===== src/crc_consts.svh =====
// Width constants, reset defaults and register word offsets for the CRC engine
`ifndef CRC_CONSTS_SVH
`define CRC_CONSTS_SVH

// Data path widths
`define CRC_DATA_W 32
`define CRC_W 32
`define CRC_LANES 4
`define CRC_AXI_AW 5

// Reset defaults, CRC-32 Ethernet
`define CRC_INIT_POLY 32'h04C1_1DB7
`define CRC_INIT_SEED 32'hFFFF_FFFF
`define CRC_INIT_XOROUT 32'hFFFF_FFFF
`define CRC_INIT_REFIN 1'b1
`define CRC_INIT_REFOUT 1'b1

// Register word offsets, byte address bits [4:2]
`define CRC_REG_CTRL 3'd0
`define CRC_REG_POLY 3'd1
`define CRC_REG_SEED 3'd2
`define CRC_REG_XOROUT 3'd3
`define CRC_REG_RESULT 3'd4
`define CRC_REG_PKT_COUNT 3'd5

`endif


===== src/crc_pkg.sv =====
// Beat, configuration and result structs
// Register offset and write FSM enums
`include "crc_consts.svh"

package crc_pkg;

    // One data beat, byte 0 in the low bits goes first
    typedef struct packed {
        logic                   valid;
        logic                   sop;
        logic                   last;
        // 1 to 4, only looked at on the last beat
        logic [2:0]             byte_cnt;
        logic [`CRC_DATA_W-1:0] data;
    } crc_beat_t;

    // Programmed algorithm
    typedef struct packed {
        logic [`CRC_W-1:0] poly;
        logic [`CRC_W-1:0] seed;
        logic [`CRC_W-1:0] xor_out;
        logic              refin;
        logic              refout;
    } crc_cfg_t;

    // Finished CRC, valid for one cycle
    typedef struct packed {
        logic              valid;
        logic [`CRC_W-1:0] crc;
    } crc_result_t;

    // Word offsets of the register map
    typedef enum logic [`CRC_AXI_AW-3:0] {
        REG_CTRL      = `CRC_REG_CTRL,
        REG_POLY      = `CRC_REG_POLY,
        REG_SEED      = `CRC_REG_SEED,
        REG_XOROUT    = `CRC_REG_XOROUT,
        REG_RESULT    = `CRC_REG_RESULT,
        REG_PKT_COUNT = `CRC_REG_PKT_COUNT
    } crc_reg_e;

    // AXI write channel sequencing
    typedef enum logic [1:0] {
        WR_IDLE,
        WR_DATA,
        WR_RESP
    } axil_wr_state_e;

endpackage


===== src/crc_byte_stage.sv =====
// One byte of the CRC cascade
// Byte XOR into the top of the state, then eight polynomial shift steps
`timescale 1ns/1ps
`include "crc_consts.svh"

module crc_byte_stage (
    input  logic [`CRC_W-1:0] state_in,
    input  logic [`CRC_W-1:0] poly,
    input  logic [7:0]        data_byte,
    output logic [`CRC_W-1:0] state_out
);

    // ----------------------------------------------------------
    // XOR-shift, MSB first, non-reflected polynomial
    // ----------------------------------------------------------
    always_comb begin
        // Byte lands on the top eight state bits
        state_out = state_in ^ {data_byte, {(`CRC_W-8){1'b0}}};
        // Unrolled, eight steps per byte
        for (int i = 0; i < 8; i++) begin
            if (state_out[`CRC_W-1]) begin
                state_out = {state_out[`CRC_W-2:0], 1'b0} ^ poly;
            end else begin
                state_out = {state_out[`CRC_W-2:0], 1'b0};
            end
        end
    end

endmodule


===== src/crc_engine.sv =====
// Input reflection, four byte cascade and byte count select
// State and result registers with output reflection and XOR mask
`timescale 1ns/1ps
`include "crc_consts.svh"

module crc_engine
    import crc_pkg::*;
(
    input  logic        clk,
    input  logic        rst_n,
    input  crc_cfg_t    cfg,
    input  crc_beat_t   in_beat,
    output crc_result_t result
);

    // Bit reverse inside a byte
    function automatic logic [7:0] rev8(input logic [7:0] b);
        logic [7:0] r;
        for (int i = 0; i < 8; i++) begin
            r[i] = b[7-i];
        end
        return r;
    endfunction

    // Bit reverse of the whole CRC
    function automatic logic [`CRC_W-1:0] rev_crc(input logic [`CRC_W-1:0] v);
        logic [`CRC_W-1:0] r;
        for (int i = 0; i < `CRC_W; i++) begin
            r[i] = v[`CRC_W-1-i];
        end
        return r;
    endfunction

    logic [7:0]        lane_byte [`CRC_LANES];
    // chain[n] holds the CRC after n bytes of the beat
    logic [`CRC_W-1:0] chain [`CRC_LANES+1];
    logic [`CRC_W-1:0] next_state;
    logic [`CRC_W-1:0] state_q;
    logic [`CRC_W-1:0] final_crc;
    logic              last_q;

    // ----------------------------------------------------------
    // Cascade
    // ----------------------------------------------------------
    // Seed enters directly on start of packet
    assign chain[0] = in_beat.sop ? cfg.seed : state_q;

    for (genvar g = 0; g < `CRC_LANES; g++) begin : g_lane
        // LSB-first protocols need each byte flipped
        assign lane_byte[g] = cfg.refin ? rev8(in_beat.data[g*8 +: 8])
                                        : in_beat.data[g*8 +: 8];

        crc_byte_stage u_stage (
            .state_in  (chain[g]),
            .poly      (cfg.poly),
            .data_byte (lane_byte[g]),
            .state_out (chain[g+1])
        );
    end

    // Tap point by byte count on the last beat
    always_comb begin
        next_state = chain[`CRC_LANES];
        if (in_beat.last) begin
            for (int i = 1; i <= `CRC_LANES; i++) begin
                if (in_beat.byte_cnt == 3'(i)) begin
                    next_state = chain[i];
                end
            end
        end
    end

    // ----------------------------------------------------------
    // State and result registers
    // ----------------------------------------------------------
    always_ff @(posedge clk) begin
        if (!rst_n) begin
            state_q <= '0;
            last_q  <= 1'b0;
        end else begin
            last_q <= in_beat.valid && in_beat.last;
            // Idle cycles hold the state
            if (in_beat.valid) begin
                state_q <= next_state;
            end
        end
    end

    // Output reflection comes before the XOR mask
    assign final_crc = (cfg.refout ? rev_crc(state_q) : state_q) ^ cfg.xor_out;

    always_ff @(posedge clk) begin
        if (!rst_n) begin
            result.valid <= 1'b0;
        end else begin
            result.valid <= last_q;
            if (last_q) begin
                result.crc <= final_crc;
            end
        end
    end

    // ----------------------------------------------------------
    // Checks
    // ----------------------------------------------------------
    // Final beat must name one to four bytes
    a_byte_cnt: assert property (@(posedge clk) disable iff (!rst_n)
        in_beat.valid && in_beat.last |-> in_beat.byte_cnt inside {[3'd1:3'd4]});

    // Two results in a row only when the second packet was a single beat
    a_result_pulse: assert property (@(posedge clk) disable iff (!rst_n)
        result.valid && $past(result.valid) |-> $past(in_beat.sop, 2));

endmodule


===== src/crc_axil_regs.sv =====
// AXI4-Lite slave with the CRC configuration registers,
// captured result and finished packet count
`timescale 1ns/1ps
`include "crc_consts.svh"

module crc_axil_regs
    import crc_pkg::*;
(
    input  logic                   clk,
    input  logic                   rst_n,
    // Write address, data and response
    input  logic [`CRC_AXI_AW-1:0] awaddr,
    input  logic                   awvalid,
    output logic                   awready,
    input  logic [31:0]            wdata,
    input  logic [3:0]             wstrb,
    input  logic                   wvalid,
    output logic                   wready,
    output logic [1:0]             bresp,
    output logic                   bvalid,
    input  logic                   bready,
    // Read address and data
    input  logic [`CRC_AXI_AW-1:0] araddr,
    input  logic                   arvalid,
    output logic                   arready,
    output logic [31:0]            rdata,
    output logic [1:0]             rresp,
    output logic                   rvalid,
    input  logic                   rready,
    // Engine side
    input  crc_result_t            result,
    output crc_cfg_t               cfg
);

    // Byte-lane merge under wstrb
    function automatic logic [31:0] merge_strb(input logic [31:0] old_v,
                                               input logic [31:0] new_v,
                                               input logic [3:0]  strb);
        logic [31:0] m;
        for (int i = 0; i < 4; i++) begin
            m[i*8 +: 8] = strb[i] ? new_v[i*8 +: 8] : old_v[i*8 +: 8];
        end
        return m;
    endfunction

    axil_wr_state_e wr_state;
    crc_reg_e       wr_off;
    crc_reg_e       rd_off;
    logic [31:0]    rd_mux;
    logic [31:0]    result_q;
    logic [31:0]    pkt_count;

    // Always OKAY, unmapped accesses included
    assign bresp = 2'b00;
    assign rresp = 2'b00;

    // ----------------------------------------------------------
    // Write channel FSM
    // ----------------------------------------------------------
    always_ff @(posedge clk) begin
        if (!rst_n) begin
            wr_state <= WR_IDLE;
            awready  <= 1'b0;
            wready   <= 1'b0;
            bvalid   <= 1'b0;
            cfg.poly    <= `CRC_INIT_POLY;
            cfg.seed    <= `CRC_INIT_SEED;
            cfg.xor_out <= `CRC_INIT_XOROUT;
            cfg.refin   <= `CRC_INIT_REFIN;
            cfg.refout  <= `CRC_INIT_REFOUT;
        end else begin
            case (wr_state)
                WR_IDLE: begin
                    awready <= 1'b1;
                    if (awvalid && awready) begin
                        wr_off   <= crc_reg_e'(awaddr[`CRC_AXI_AW-1:2]);
                        awready  <= 1'b0;
                        wready   <= 1'b1;
                        wr_state <= WR_DATA;
                    end
                end
                WR_DATA: begin
                    if (wvalid && wready) begin
                        wready   <= 1'b0;
                        bvalid   <= 1'b1;
                        wr_state <= WR_RESP;
                        // RESULT, PKT_COUNT and holes ignore writes
                        case (wr_off)
                            REG_CTRL: begin
                                if (wstrb[0]) begin
                                    cfg.refin  <= wdata[0];
                                    cfg.refout <= wdata[1];
                                end
                            end
                            REG_POLY:   cfg.poly    <= merge_strb(cfg.poly, wdata, wstrb);
                            REG_SEED:   cfg.seed    <= merge_strb(cfg.seed, wdata, wstrb);
                            REG_XOROUT: cfg.xor_out <= merge_strb(cfg.xor_out, wdata, wstrb);
                            default: ;
                        endcase
                    end
                end
                WR_RESP: begin
                    // Response held until the master takes it
                    if (bready) begin
                        bvalid   <= 1'b0;
                        wr_state <= WR_IDLE;
                    end
                end
                default: wr_state <= WR_IDLE;
            endcase
        end
    end

    // ----------------------------------------------------------
    // Read channel, one-deep response
    // ----------------------------------------------------------
    assign rd_off = crc_reg_e'(araddr[`CRC_AXI_AW-1:2]);

    always_comb begin
        case (rd_off)
            REG_CTRL:      rd_mux = {30'd0, cfg.refout, cfg.refin};
            REG_POLY:      rd_mux = cfg.poly;
            REG_SEED:      rd_mux = cfg.seed;
            REG_XOROUT:    rd_mux = cfg.xor_out;
            REG_RESULT:    rd_mux = result_q;
            REG_PKT_COUNT: rd_mux = pkt_count;
            default:       rd_mux = '0;
        endcase
    end

    always_ff @(posedge clk) begin
        if (!rst_n) begin
            arready <= 1'b0;
            rvalid  <= 1'b0;
        end else if (arvalid && arready) begin
            arready <= 1'b0;
            rvalid  <= 1'b1;
            rdata   <= rd_mux;
        end else if (rvalid && rready) begin
            rvalid <= 1'b0;
        end else if (!rvalid) begin
            arready <= 1'b1;
        end
    end

    // Result capture and packet counter
    always_ff @(posedge clk) begin
        if (!rst_n) begin
            result_q  <= '0;
            pkt_count <= '0;
        end else if (result.valid) begin
            result_q  <= result.crc;
            pkt_count <= pkt_count + 32'd1;
        end
    end

    // ----------------------------------------------------------
    // Checks
    // ----------------------------------------------------------
    a_bvalid_hold: assert property (@(posedge clk) disable iff (!rst_n)
        bvalid && !bready |=> bvalid);

    a_rdata_stable: assert property (@(posedge clk) disable iff (!rst_n)
        rvalid && !rready |=> rvalid && $stable(rdata));

endmodule


===== src/crc_top.sv =====
// CRC top level: AXI4-Lite register block and CRC engine
`timescale 1ns/1ps
`include "crc_consts.svh"

module crc_top
    import crc_pkg::*;
(
    input  logic                   clk,
    input  logic                   rst_n,
    // AXI4-Lite write
    input  logic [`CRC_AXI_AW-1:0] awaddr,
    input  logic                   awvalid,
    output logic                   awready,
    input  logic [31:0]            wdata,
    input  logic [3:0]             wstrb,
    input  logic                   wvalid,
    output logic                   wready,
    output logic [1:0]             bresp,
    output logic                   bvalid,
    input  logic                   bready,
    // AXI4-Lite read
    input  logic [`CRC_AXI_AW-1:0] araddr,
    input  logic                   arvalid,
    output logic                   arready,
    output logic [31:0]            rdata,
    output logic [1:0]             rresp,
    output logic                   rvalid,
    input  logic                   rready,
    // Packet data and finished CRC
    input  crc_beat_t              in_beat,
    output crc_result_t            result
);

    // Live configuration to the engine
    crc_cfg_t cfg;

    crc_axil_regs u_regs (
        .clk     (clk),
        .rst_n   (rst_n),
        .awaddr  (awaddr),
        .awvalid (awvalid),
        .awready (awready),
        .wdata   (wdata),
        .wstrb   (wstrb),
        .wvalid  (wvalid),
        .wready  (wready),
        .bresp   (bresp),
        .bvalid  (bvalid),
        .bready  (bready),
        .araddr  (araddr),
        .arvalid (arvalid),
        .arready (arready),
        .rdata   (rdata),
        .rresp   (rresp),
        .rvalid  (rvalid),
        .rready  (rready),
        .result  (result),
        .cfg     (cfg)
    );

    crc_engine u_engine (
        .clk     (clk),
        .rst_n   (rst_n),
        .cfg     (cfg),
        .in_beat (in_beat),
        .result  (result)
    );

endmodule


===== config.mk =====
export PLATFORM = sky130hd
export DESIGN_NAME = crc_top
export DESIGN_NICKNAME = d
export VERILOG_FILES = /design/src/crc_pkg.sv /design/src/crc_byte_stage.sv /design/src/crc_engine.sv /design/src/crc_axil_regs.sv /design/src/crc_top.sv
export VERILOG_INCLUDE_DIRS = /design/src
export SDC_FILE = /design/constraint.sdc
export NUM_CORES = 2
export LEC_CHECK = 0
export BUFFER_PORTS_ARGS = -buffer_cell sky130_fd_sc_hd__buf_2
export CAP_MARGIN = 25
export CORE_MARGIN = 3
export CORE_UTILIZATION = 45
export CTS_CLUSTER_SIZE = 8
export DETAILED_ROUTE_END_ITERATION = 10
export MAX_ROUTING_LAYER = met4
export SKIP_LAST_GASP = 1
export SYNTH_ARGS = -nofsm -noshare
export SYNTH_HDL_FRONTEND = slang
export SYNTH_SLANG_ARGS = --single-unit
export TNS_END_PERCENT = 50

===== constraint.sdc =====
create_clock -name clk -period 21.5 [get_ports clk]
set_input_delay 1.075 -clock clk [delete_from_list [all_inputs] [get_ports clk]]
set_output_delay 1.075 -clock clk [all_outputs]
set_load 0.05 [all_outputs]

==> impl_metrics.tcl <==
set metrics [dict create \
    run_status "finished clean" \
    die_h_um 281 \
    crit_path_end_kind "flop" \
    rows 100 \
    crit_slowest_cell "o211ai_1" \
    critPathRequiredTime_ns 21.98 \
    fmax_mhz 54.3 \
    ant_nets 0 \
    root_buffer "clkbuf_16" \
    dr.pass1.iters 6 \
    reg2reg_from "u_regs.cfg[1]" \
    final_cell_mix "1,004 x nand2_1, 773 x xnor2_1, 318 x o21ai_0, 309 x nor2_1, 211 x a21oi_1" \
    reg2reg_to "u_engine.state_q[10]" \
    hold_end "u_regs.bvalid" \
    synth-async-reset-ratio 0 \
    fp.dieW_um 281 \
    clk_pin_slew_ns 0.06 \
    setup_violations 0 \
    grt_pass1_vias 31163 \
    grt_overflow_total 0 \
    num-nets-final 4683 \
    cap_violations 0 \
    wire_per_inst_um 24.1 \
    clock_latency_ns 0.57 \
    rsz0062_at_grt "false" \
    cts_buffers 40 \
    dp_hpwl_mm 98.3 \
    min_from "u_regs.bvalid" \
    htree_levels 2 \
    cts_buffer_depth 3 \
    worst_pin_slew_ns 1.12 \
    totalWireLength_mm 135 \
    startpoint_type "primary input" \
    clkSinkCount 270 \
    postCtsSetupRepairBufs 0 \
    initial_core_util 0.456 \
    grt_pass1_wl_mm 203 \
    drtIter0Drc 4214 \
    hp-class "flop to flop" \
    hold_buffers 0 \
    path_class "primary input to flop" \
    hold_viol_final 0 \
    seq_area_frac_synth 0.178 \
    grt_use_total 0.339 \
    syn-instance-count 4713 \
    dieArea_mm2 0.0791 \
    finClkSkew_ns 0.0366 \
    ctsResizeCount 0 \
    fin_tns_setup_ns 0 \
    slew_viol_final 0 \
    numPortBuffers 156 \
    period_share 0.857 \
    viasPerCell 6.15 \
    syn-cell-area_mm2 0.0341 \
    grt_max_degree 80 \
    synth_seq_cells 270 \
    yosysWarningCount 0 \
    core_area_mm2 0.0747 \
    synth-main-ff-cell "dfxtp_1" \
    vias 34389 \
    cts_tree "yes" \
    crit_fanout 64 \
    r2r_cells 48 \
    crit_arrival_ns 18.90 \
    antenna_found_initial 3 \
    slew_headroom 0.253 \
    io_pins 165 \
    gp_congestion 0.986 \
    drc_errors 0 \
    ys_types 114 \
    final_common_cell "nand2_1" \
    regToRegSetupSlack_ns 3.35 \
    drive_above_1_share 0.0998 \
    crit_path_max_incr_delay_ns 0.92 \
    synth-edff-count 67 \
    holdPathStages 2 \
    area_growth_pct 7.29 \
    period_needed_ns 18.42 \
    avgSynthCellArea_um2 7.24 \
]
==> per-stage QoR <==
stage / hold WS (ns) / util / instances / cell area, um2 / setup WS [ns]
after floorplan: 0.421 / - / 4716 / 34100 / 7.95
after global placement: 0.466 / 0.473 / 5512 / 35300 / 2.96
after detailed placement: 0.479 / 0.474 / 5515 / 35400 / 2.66
after CTS: 0.487 / 0.489 / 5583 / 36500 / 3.24
after global routing: 0.500 / 0.490 / 5589 / 36600 / 2.01
final: 0.479 / 0.490 / 5589 / 36600 / 3.08
==> synth_stat cells (all sizes together), types with 26 or more instances <==
cell    count  area [um2]
a211oi     64         513
a21boi     26         195
a21oi     219        1130
a221o      38         380
a22o       29         254
a22oi      35         263
a31oi      29         209
a32oi      78         709
and2       48         300
and3       33         206
buf       137         647
clkbuf    305        1140
dfxtp     203        4060
edfxtp     67        2010
inv        28         105
mux2i     206        2090
nand2    1004        3770
nand3     118         591
nand4      29         181
nor2      315        1200
nor2b      56         350
nor3       47         250
o211ai     37         302
o21ai     338        1700
o221ai     28         245
xnor2     801        7190
xnor3      41         925
xor2       95         915
==> how the worst max path moves through the flow <==
| stage | start | end | slack [ns] | cells after the start |
|---|---|---|---|---|
| detailed placement | in_beat[36] | u_engine.state_q[10] | 2.66 | 50 |
| floorplan | in_beat[36] | u_engine.state_q[30] | 7.95 | 53 |
| global route | in_beat[36] | u_engine.state_q[6] | 2.01 | 49 |
| global placement | in_beat[36] | u_engine.state_q[10] | 2.96 | 50 |
| finish | in_beat[36] | u_engine.state_q[10] | 3.08 | 49 |
| CTS | in_beat[36] | u_engine.state_q[10] | 3.24 | 50 |
==> flip-flops by register name, summed over array words and instances (netlist names) <==
name / cells
u_regs.wr_off: 3
u_regs.result_q: 32
u_engine.state_q: 32
u_regs.bvalid: 1
u_regs.rdata: 32
u_regs.cfg: 98
u_regs.wr_state: 2
u_regs.arready: 1
u_regs.awready: 1
u_regs.rvalid: 1
u_regs.wready: 1
u_regs.pkt_count: 32
u_engine.result: 33
u_engine.last_q: 1
==> critical path, delay by kind of cell <==
| kind | cells | cell delay (ns) |
|---|---|---|
| AO/OA/AOI/OAI | 17 | 6.02 |
| XOR/XNOR | 14 | 5.53 |
| buffers and inverters | 5 | 2.00 |
| multiplexers | 1 | 0.50 |
| AND/OR/NAND/NOR | 12 | 3.70 |
==> cell type report <==
cell class	instances	area, um2
clock buffer	63	1100
timing repair buffer	275	1710
fill	7471	38100
antenna	3	7.51
multi-input combinational	3972	26300
sequential	270	6110
inverter	32	123
clock inverter	5	76.3
tap	969	1210
==> metal layers <==
metal	GRT usage	share of wire	vias to the layer above
li1	-	-	16009
met1	0.457	0.42	16328
met2	0.519	0.45	1790
met3	0.0487	0.093	262
met4	0.116	0.037	0
met5	-	0	-
==> cell families after synthesis <==
family | after synthesis | share of synthesized area
other | 1 | 0.000110
buffers and inverters | 474 | 0.0561
AOI/OAI and AO/OA | 1088 | 0.217
and+or+nand+nor | 1722 | 0.216
DFF | 270 | 0.178
adders and majority gates | 1 | 0.000367
muxes | 216 | 0.0647
xor gates and xnor gates | 941 | 0.268
Power is left out: the tool's default activity adds up to more than one toggle a clock period on the data nets, which glitch-free logic cannot reach.
